### src/jtag_pkg.sv
`default_nettype none

package jtag_pkg;

    ////////////////////
    // TAP controller

    typedef enum logic [3:0] {
        test_logic_reset,
        run_test_idle,
        select_dr_scan,
        capture_dr,
        shift_dr,
        exit1_dr,
        pause_dr,
        exit2_dr,
        update_dr,
        select_ir_scan,
        capture_ir,
        shift_ir,
        exit1_ir,
        pause_ir,
        exit2_ir,
        update_ir
    } tap_state_t;

    // One flag per state that does work, at most one high
    typedef struct packed {
        logic test_logic_reset;
        logic capture_ir;
        logic shift_ir;
        logic update_ir;
        logic capture_dr;
        logic shift_dr;
        logic update_dr;
    } tap_ctrl_t;

    // Strobe set for one capture/shift/update register
    typedef struct packed {
        logic capture;
        logic shift;
        logic update;
    } reg_strobe_t;

    ////////////////////
    // Instructions and data registers

    localparam int IR_WIDTH = 5;
    typedef logic [IR_WIDTH-1:0] instr_t;

    localparam instr_t INSTR_USER   = 5'b00000;
    localparam instr_t INSTR_IDCODE = 5'b00001;
    localparam instr_t INSTR_BYPASS = 5'b11111;

    localparam int USER_WIDTH = 16;
    typedef logic [USER_WIDTH-1:0] user_dr_t;

    localparam int IDCODE_WIDTH = 32;
    // Bit 0 must be 1 per 1149.1
    localparam logic [IDCODE_WIDTH-1:0] IDCODE_VALUE = 32'h10a56e13;

    typedef enum logic [1:0] {
        sel_bypass,
        sel_idcode,
        sel_user
    } dr_sel_t;

endpackage

`default_nettype wire
### src/jtag_top.sv
`timescale 1ns/10ps
`default_nettype none

module jtag_top (
    input  wire logic           tck,
    input  wire logic           rst,
    input  wire logic           tms,
    input  wire logic           tdi,
    output logic                tdo,
    output logic                tdo_en,
    output jtag_pkg::user_dr_t  user_dr
);

    jtag_pkg::tap_ctrl_t   ctrl;
    jtag_pkg::reg_strobe_t ir_strb;
    jtag_pkg::reg_strobe_t user_strb;
    jtag_pkg::instr_t      instr;
    logic                  ir_so;
    logic                  bypass_so;
    logic                  idcode_so;
    logic                  user_so;

    jtag_tap_fsm fsm_i (
        .tck  (tck),
        .rst  (rst),
        .tms  (tms),
        .ctrl (ctrl)
    );

    ////////////////////
    // Instruction register

    assign ir_strb.capture = ctrl.capture_ir;
    assign ir_strb.shift   = ctrl.shift_ir;
    assign ir_strb.update  = ctrl.update_ir;

    jtag_shift_reg #(
        .payload_t   (jtag_pkg::instr_t),
        .RESET_VALUE (jtag_pkg::INSTR_IDCODE)
    ) ir_reg (
        .tck  (tck),
        .rst  (rst),
        .tlr  (ctrl.test_logic_reset),
        .strb (ir_strb),
        .tdi  (tdi),
        .so   (ir_so),
        .data (instr)
    );

    ////////////////////
    // Data registers

    jtag_shift_reg #(
        .payload_t   (jtag_pkg::user_dr_t),
        .RESET_VALUE ('0)
    ) user_reg (
        .tck  (tck),
        .rst  (rst),
        .tlr  (ctrl.test_logic_reset),
        .strb (user_strb),
        .tdi  (tdi),
        .so   (user_so),
        .data (user_dr)
    );

    jtag_fixed_regs fixed_i (
        .tck       (tck),
        .capture   (ctrl.capture_dr),
        .shift     (ctrl.shift_dr),
        .tdi       (tdi),
        .bypass_so (bypass_so),
        .idcode_so (idcode_so)
    );

    jtag_instr_decode decode_i (
        .ctrl      (ctrl),
        .instr     (instr),
        .ir_so     (ir_so),
        .bypass_so (bypass_so),
        .idcode_so (idcode_so),
        .user_so   (user_so),
        .user_strb (user_strb),
        .tdo       (tdo),
        .tdo_en    (tdo_en)
    );

endmodule

`default_nettype wire

### src/jtag_instr_decode.sv
`timescale 1ns/10ps
`default_nettype none

module jtag_instr_decode (
    input  wire jtag_pkg::tap_ctrl_t  ctrl,
    input  wire jtag_pkg::instr_t     instr,
    input  wire logic                 ir_so,
    input  wire logic                 bypass_so,
    input  wire logic                 idcode_so,
    input  wire logic                 user_so,
    output jtag_pkg::reg_strobe_t     user_strb,
    output logic                      tdo,
    output logic                      tdo_en
);

    jtag_pkg::dr_sel_t dr_sel;
    logic              user_sel;
    logic              dr_so;

    ////////////////////
    // Instruction decode

    // Undefined codes fall back to bypass
    always_comb
    begin
        case (instr)
            jtag_pkg::INSTR_USER:   dr_sel = jtag_pkg::sel_user;
            jtag_pkg::INSTR_IDCODE: dr_sel = jtag_pkg::sel_idcode;
            jtag_pkg::INSTR_BYPASS: dr_sel = jtag_pkg::sel_bypass;
            default:                dr_sel = jtag_pkg::sel_bypass;
        endcase
    end

    assign user_sel = (dr_sel == jtag_pkg::sel_user);

    // User register only moves when selected
    assign user_strb.capture = ctrl.capture_dr & user_sel;
    assign user_strb.shift   = ctrl.shift_dr   & user_sel;
    assign user_strb.update  = ctrl.update_dr  & user_sel;

    ////////////////////
    // TDO selection

    always_comb
    begin
        case (dr_sel)
            jtag_pkg::sel_user:   dr_so = user_so;
            jtag_pkg::sel_idcode: dr_so = idcode_so;
            default:              dr_so = bypass_so;
        endcase
    end

    // Driven low outside the shift states
    always_comb
    begin
        if (ctrl.shift_ir)
            tdo = ir_so;
        else if (ctrl.shift_dr)
            tdo = dr_so;
        else
            tdo = 1'b0;
    end

    assign tdo_en = ctrl.shift_ir | ctrl.shift_dr;

endmodule

`default_nettype wire

### src/jtag_fixed_regs.sv
`timescale 1ns/10ps
`default_nettype none

module jtag_fixed_regs (
    input  wire logic tck,
    input  wire logic capture,
    input  wire logic shift,
    input  wire logic tdi,
    output logic      bypass_so,
    output logic      idcode_so
);

    logic                                bypass_stage;
    logic [jtag_pkg::IDCODE_WIDTH-1:0]   idcode_stage;

    ////////////////////
    // Bypass, one bit

    always_ff @(posedge tck)
    begin
        if (capture)
            bypass_stage <= 1'b0;
        else if (shift)
            bypass_stage <= tdi;
    end

    assign bypass_so = bypass_stage;

    ////////////////////
    // IDCODE

    // Both stages shift in Shift-DR, decoder picks one for tdo
    always_ff @(posedge tck)
    begin
        if (capture)
            idcode_stage <= jtag_pkg::IDCODE_VALUE;
        else if (shift)
            idcode_stage <= {tdi, idcode_stage[jtag_pkg::IDCODE_WIDTH-1:1]};
    end

    assign idcode_so = idcode_stage[0];

endmodule

`default_nettype wire

### src/jtag_shift_reg.sv
`timescale 1ns/10ps
`default_nettype none

module jtag_shift_reg #(
    parameter type      payload_t   = logic [7:0],
    parameter payload_t RESET_VALUE = '0
) (
    input  wire logic                  tck,
    input  wire logic                  rst,
    input  wire logic                  tlr,
    input  wire jtag_pkg::reg_strobe_t strb,
    input  wire logic                  tdi,
    output logic                       so,
    output payload_t                   data
);

    localparam int W = $bits(payload_t);

    logic [W-1:0] stage;

    ////////////////////
    // Shift stage

    // Capture reads the held value back
    always_ff @(posedge tck)
    begin
        if (strb.capture)
            stage <= data;
        else if (strb.shift)
            stage <= {tdi, stage[W-1:1]};
    end

    // LSB leaves first
    assign so = stage[0];

    ////////////////////
    // Update register

    always_ff @(posedge tck)
    begin
        if (rst || tlr)
            data <= RESET_VALUE;
        else if (strb.update)
            data <= payload_t'(stage);
    end

endmodule

`default_nettype wire

### src/jtag_tap_fsm.sv
`timescale 1ns/10ps
`default_nettype none

module jtag_tap_fsm (
    input  wire logic          tck,
    input  wire logic          rst,
    input  wire logic          tms,
    output jtag_pkg::tap_ctrl_t ctrl
);

    jtag_pkg::tap_state_t state;
    jtag_pkg::tap_state_t next_state;

    ////////////////////
    // State register

    always_ff @(posedge tck)
    begin
        if (rst)
            state <= jtag_pkg::test_logic_reset;
        else
            state <= next_state;
    end

    ////////////////////
    // Standard tms transition table

    always_comb
    begin
        next_state = state;
        case (state)
            jtag_pkg::test_logic_reset:
                next_state = tms ? jtag_pkg::test_logic_reset : jtag_pkg::run_test_idle;
            jtag_pkg::run_test_idle:
                next_state = tms ? jtag_pkg::select_dr_scan : jtag_pkg::run_test_idle;
            // DR column
            jtag_pkg::select_dr_scan:
                next_state = tms ? jtag_pkg::select_ir_scan : jtag_pkg::capture_dr;
            jtag_pkg::capture_dr:
                next_state = tms ? jtag_pkg::exit1_dr : jtag_pkg::shift_dr;
            jtag_pkg::shift_dr:
                next_state = tms ? jtag_pkg::exit1_dr : jtag_pkg::shift_dr;
            jtag_pkg::exit1_dr:
                next_state = tms ? jtag_pkg::update_dr : jtag_pkg::pause_dr;
            jtag_pkg::pause_dr:
                next_state = tms ? jtag_pkg::exit2_dr : jtag_pkg::pause_dr;
            jtag_pkg::exit2_dr:
                next_state = tms ? jtag_pkg::update_dr : jtag_pkg::shift_dr;
            jtag_pkg::update_dr:
                next_state = tms ? jtag_pkg::select_dr_scan : jtag_pkg::run_test_idle;
            // IR column
            jtag_pkg::select_ir_scan:
                next_state = tms ? jtag_pkg::test_logic_reset : jtag_pkg::capture_ir;
            jtag_pkg::capture_ir:
                next_state = tms ? jtag_pkg::exit1_ir : jtag_pkg::shift_ir;
            jtag_pkg::shift_ir:
                next_state = tms ? jtag_pkg::exit1_ir : jtag_pkg::shift_ir;
            jtag_pkg::exit1_ir:
                next_state = tms ? jtag_pkg::update_ir : jtag_pkg::pause_ir;
            jtag_pkg::pause_ir:
                next_state = tms ? jtag_pkg::exit2_ir : jtag_pkg::pause_ir;
            jtag_pkg::exit2_ir:
                next_state = tms ? jtag_pkg::update_ir : jtag_pkg::shift_ir;
            jtag_pkg::update_ir:
                next_state = tms ? jtag_pkg::select_dr_scan : jtag_pkg::run_test_idle;
            default:
                next_state = jtag_pkg::test_logic_reset;
        endcase
    end

    // Control flags straight from the current state
    always_comb
    begin
        ctrl                  = '0;
        ctrl.test_logic_reset = (state == jtag_pkg::test_logic_reset);
        ctrl.capture_ir       = (state == jtag_pkg::capture_ir);
        ctrl.shift_ir         = (state == jtag_pkg::shift_ir);
        ctrl.update_ir        = (state == jtag_pkg::update_ir);
        ctrl.capture_dr       = (state == jtag_pkg::capture_dr);
        ctrl.shift_dr         = (state == jtag_pkg::shift_dr);
        ctrl.update_dr        = (state == jtag_pkg::update_dr);
    end

endmodule

`default_nettype wire

### config.mk
export PLATFORM = sky130hd
export DESIGN_NAME = jtag_top
export DESIGN_NICKNAME = d
export VERILOG_FILES = /design/src/jtag_pkg.sv /design/src/jtag_top.sv /design/src/jtag_instr_decode.sv /design/src/jtag_fixed_regs.sv /design/src/jtag_shift_reg.sv /design/src/jtag_tap_fsm.sv
export SDC_FILE = /design/constraint.sdc
export NUM_CORES = 1
export LEC_CHECK = 0
export ABC_AREA = 1
export BUFFER_PORTS_ARGS = -buffer_cell sky130_fd_sc_hd__buf_2
export CAP_MARGIN = 15
export CORE_UTILIZATION = 54
export CTS_BUF_LIST = sky130_fd_sc_hd__clkbuf_2
export CTS_CLUSTER_SIZE = 14
export DETAILED_ROUTE_END_ITERATION = 16
export GPL_TIMING_DRIVEN = 0
export HOLD_SLACK_MARGIN = 0.03
export PLACE_DENSITY = 0.73
export SLEW_MARGIN = 20
export SYNTH_ARGS = -nofsm -noshare
export SYNTH_HDL_FRONTEND = slang
export SYNTH_HIERARCHICAL = 1
export SYNTH_SLANG_ARGS = --single-unit
export TNS_END_PERCENT = 1
### constraint.sdc
create_clock -name tck -period 3.4 [get_ports tck]
set_input_delay 0.34 -clock tck [delete_from_list [all_inputs] [get_ports tck]]
set_output_delay 0.34 -clock tck [all_outputs]
set_load 0.01 [all_outputs]
# After elaboration in Yosys (flattened, before gate mapping)
# Cells that the tools add are included.
classes:
  eq_ne: 18
  mux: 21
  bitwise: 4
  n_reduce_logical: 8
op_table:
  columns: ["operator", "count"]
  rows:
  - ["$pmux W4 S12", 1]
  - ["$eq A4 B4 Y1 const B", 8]
  - ["$mux W16", 2]
  - ["$eq A4 B3 Y1 const B", 4]
  - ["$mux W4", 4]
  - ["$mux W5", 2]
  - ["$eq A4 B2 Y1 const B", 2]
  - ["$mux W2", 3]
  - ["$mux W3", 2]
  - ["$eq A5 B1 Y1 const B", 1]
  - ["$logic_not A5 Y1", 1]
  - ["$mux W1", 5]
  - ["$eq A4 B1 Y1 const B", 1]
  - ["$logic_not A4 Y1", 1]
  - ["$pmux W2 S2", 1]
  - ["$reduce_bool A2 Y1", 2]
  - ["$reduce_or A2 Y1", 2]
  - ["$and A1 B1 Y1", 3]
  - ["$reduce_or A3 Y1", 1]
  - ["$eq A2 B1 Y1 const B", 1]
  - ["$eq A2 B2 Y1 const B", 1]
  - ["$pmux W1 S2", 1]
  - ["$logic_or A1 B1 Y1", 1]
  - ["$or A1 B1 Y1", 1]
totals:
  ff_bits: 79
  output_inout_bits: 18
  word_cells: 58

# Logic depth before layout (Yosys ltp)
depth:
  ltp_word: 6
  mapped_depth: 10

# Cells and area by module
# Netlist, hierarchy kept.
modules_own_cells:
  columns: ["module", "instances", "cells_each", "area_each_um2", "seq_area_each_um2"]
  rows:
  - ["jtag_shift_reg at user_reg", 1, 154, 1338.8, 800.8]
  - ["jtag_fixed_regs", 1, 178, 1256.2, 640.6]
  - ["jtag_shift_reg at ir_reg", 1, 49, 435.4, 250.2]
  - ["jtag_tap_fsm", 1, 74, 391.6, 80.1]
  - ["jtag_instr_decode", 1, 28, 133.9, 0.0]

# Worst setup path after synthesis
# OpenSTA, ideal clock, no wires.
synth_timing:
  path_type: "reg2reg"
  start: "reg ir_reg/data[3] (netlist bit)"
  end: "reg user_reg.stage[0] (enable)"
  setup_time_ns: 0.291
  arrival_ns: 1.301
  setup_slack_ns: 1.808
  path_stages_with_launch: 7
  path_buffers: 0
  cell_sequence: "dfxtp_1 nor2_2 nand4_1 ha_1 nand2_1 inv_1 or2_2"
synth_lines:
  columns: ["element", "line", "text"]
  rows:
  - ["start, declared", "jtag_shift_reg.sv:14", "output payload_t data"]
  - ["start signal, assigned", "jtag_shift_reg.sv:44", "data <= payload_t'(stage);"]
  - ["end signal, assigned", "jtag_shift_reg.sv:28", "stage <= data;"]
  - ["end signal, assigned", "jtag_shift_reg.sv:30", "stage <= {tdi, stage[W-1:1]};"]
  - ["end, declared", "jtag_shift_reg.sv:19", "logic [W-1:0] stage;"]

==> flow_summary.toml <==
[die]
die_x_um = 83.15
fp.dieArea_um2 = 6914
row_count = 29
pin_count = 22
coreArea_um2 = 6350
die_y_um = 83.15
initial_core_util_pct = 56.00

[power]
p_seq_share_pct = 63.2
power_leakage_uw = 0.001845
ir_drop_mv = 0.3377
power_frac_clock_pct = 28.4
power.share.combinational_pct = 8.4
swShare_pct = 26.11
switchingPower_uw = 456.6
power_density_nw_per_um2 = 451.7
p_int_uw = 1292

[drt]
drt.antenna.violating_nets = 0
avgViaCountPerCell = 4.794
wl_um = 6461
drt-initial-drc-count = 130
post_drt_wl_per_cell_um = 10.84
dr.pass1.iters = 4
vias = 2857
post-route-drc-count = 0

[clock_network]
clk-insertion-delay-late_ns = 0.50
cts_tree = "yes"
clock-sinks = 78
cts_setup_buffers = 0
numCtsBuffers = 9
cts_buffer_depth = 2
cts_resized = 0
htree_levels = 3
holdBufCountCts = 0
root_buffer = "clkbuf_2"
clk_pin_slew_ns = 0.19

[grt]
grt_pass1_vias = 2734
antenna_found_initial = 0
grt.total_usage_pct = 20.50
grt_max_degree = 17
grt_pass1_wl_um = 11580
overflow = 0

[timing]
timing.final.ws_setup_ns = 1.152
drv_slew = 0
fmax_mhz = 444.9
slew_headroom_pct = 63.98
post-route-period-util_pct = 66.11
whs_ns = 0.1526
clock_skew_ns = 0.03094
setup_violations = 0
hold_viol = 0
fin_crit_ns = 2.248
tightest_slew_ns = 0.5361
tns_ns = 0
rsz0062_at_grt = "no"

[setup_path]
crit_buf_inv = 1
cpMostUsedCell = "nand2_1"
crit_family = "simple AND/OR/NAND/NOR gates"
crit_fanout = 5
cp.arrival_ns = 1.91
r2r-start = "fsm_i/state[1]$_SDFF_PP0_"
cp-startpoint = "fsm_i/state[2]$_SDFF_PP0_"
crit_slowest_cell = "dfxtp_1"
critical-path-max-stage-delay_ns = 0.44
crit_required_ns = 3.06
crit_path_end_kind = "output pin"
rrSetupSlack_ns = 1.55
crit_type = "flip-flop to output pin"
path_cells = "nand2_1 > nor3_1 > nand2_1 > nor2_1 > nand2_1 > nand2_1 > buf_2"
start_kind = "flip-flop"

[synth]
syn_area_um2 = 3556
synth_cell_types = 25
synth_nets = 489
synth_warnings = 6
ys_seq_elements = 78
avgSynthCellArea_um2 = 7.362
ys_seq_area_share_pct = 49.82
netlist_instances = 483

[place]
port_buffers = 20
place_congestion = 0.8526
place_ws_ns = 1.581
place_hpwl_um = 4541

[cells_and_area]
drive_gt1_share_pct = 16.18
n_fill_cell = 593
antennaDiodeCount = 0
fin_util_pct = 60.97
fin_nets = 520
areaGrowthSynthToFinish_pct = 8.867
final_common_cell = "nand2_1"
final_cell_mix = "157 x nand2_1, 80 x nor2_1, 65 x inv_1"

[status]
status = "finished clean"

[job]
maxCapViolations = 0

[worst_hold_path]
holdCritStartpoint = "rst"
hold_path.class = "primary input to flip-flop"
-- logic make-up after synthesis --
logic type,share of synthesized area (%)
AND/OR/NAND/NOR,33.11
buffers and inverters,11.93
adder cells (fa/ha/maj),0.7036
AO/OA/AOI/OAI,4.434
flip-flops,49.82
-- worst paths after layout --
kind	cells after the start	to
min reg2reg	2	fixed_i/idcode_stage[28]$_SDFFE_PP1P_
max	7	tdo
max reg2reg	7	user_reg/stage[3]$_DFFE_PP_
min	2	fsm_i/state[3]$_SDFF_PP0_
-- registers in the layout, summed over array words and instances (netlist names) --
signal,count
fixed_i/idcode_stage,31
fsm_i/state,4
ir_reg/data,5
fixed_i/bypass_so,1
user_reg/data,16
user_reg/stage,16
ir_reg/stage,5
-- synth_stat cells --
library cell | n | area (µm²)
nand2_1 | 157 | 589.3
nor2_1 | 80 | 300.3
inv_1 | 65 | 244.0
dfxtp_1 | 57 | 1141
edfxtp_1 | 21 | 630.6
nand3_1 | 21 | 105.1
o21ai_0 | 20 | 100.1
nor2_2 | 14 | 87.58
buf_6 | 7 | 78.83
buf_4 | 6 | 45.04
buf_2 | 5 | 25.02
o21ai_1 | 5 | 25.02
nand2_2 | 4 | 25.02
nor2_4 | 3 | 33.78
or2_2 | 3 | 18.77
a21oi_1 | 2 | 10.01
clkbuf_2 | 2 | 10.01
ha_1 | 2 | 25.02
inv_2 | 2 | 7.510
nand4_1 | 2 | 12.51
a31oi_1 | 1 | 6.260
clkbuf_8 | 1 | 13.76
nor3_1 | 1 | 5.000
o21a_1 | 1 | 7.510
o21ai_2 | 1 | 8.760
-- layer usage --
layer	global-route usage, %	part of all wire (%)	vias up
li1	-	-	1517
met1	26.26	49	1280
met2	34.28	46	52
met3	4.076	3.3	8
met4	7.680	1.2	0
met5	0	0	-
-- stage by stage --
step | instance area, µm² | instances | total power, µW
3_5_place_dp | 3752 | 580 | 1274
4_1_cts | 3871 | 596 | 1767
5_1_grt | 3871 | 596 | 1852
3_3_place_gp | 3752 | 580 | 1263
6_report | 3871 | 596 | 1749
2_1_floorplan | 3556 | 483 | 1238
-- power groups by stage --
stage,combinational (µW),clock [µW],sequential (µW)
finish,147,496,1110
global route,176,557,1120
CTS,149,511,1110
detailed placement,149,0,1130
global placement,141,0,1120
floorplan,125,0,1110
-- layout make-up --
class                           count  area [µm²]  share of cell area, %
Buffer                             21       172.7                  4.460
Clock buffer                        9       45.04                  1.164
Clock inverter                      7       73.82                  1.907
Inverter                           67       251.5                  6.496
Multi-Input combinational cell    317        1360                  35.13
Sequential cell                    78        1772                  45.77
Tap cell                           77       96.34                  2.489
Timing Repair Buffer               20       100.1                  2.586
(Power assumes the default switching activity.)
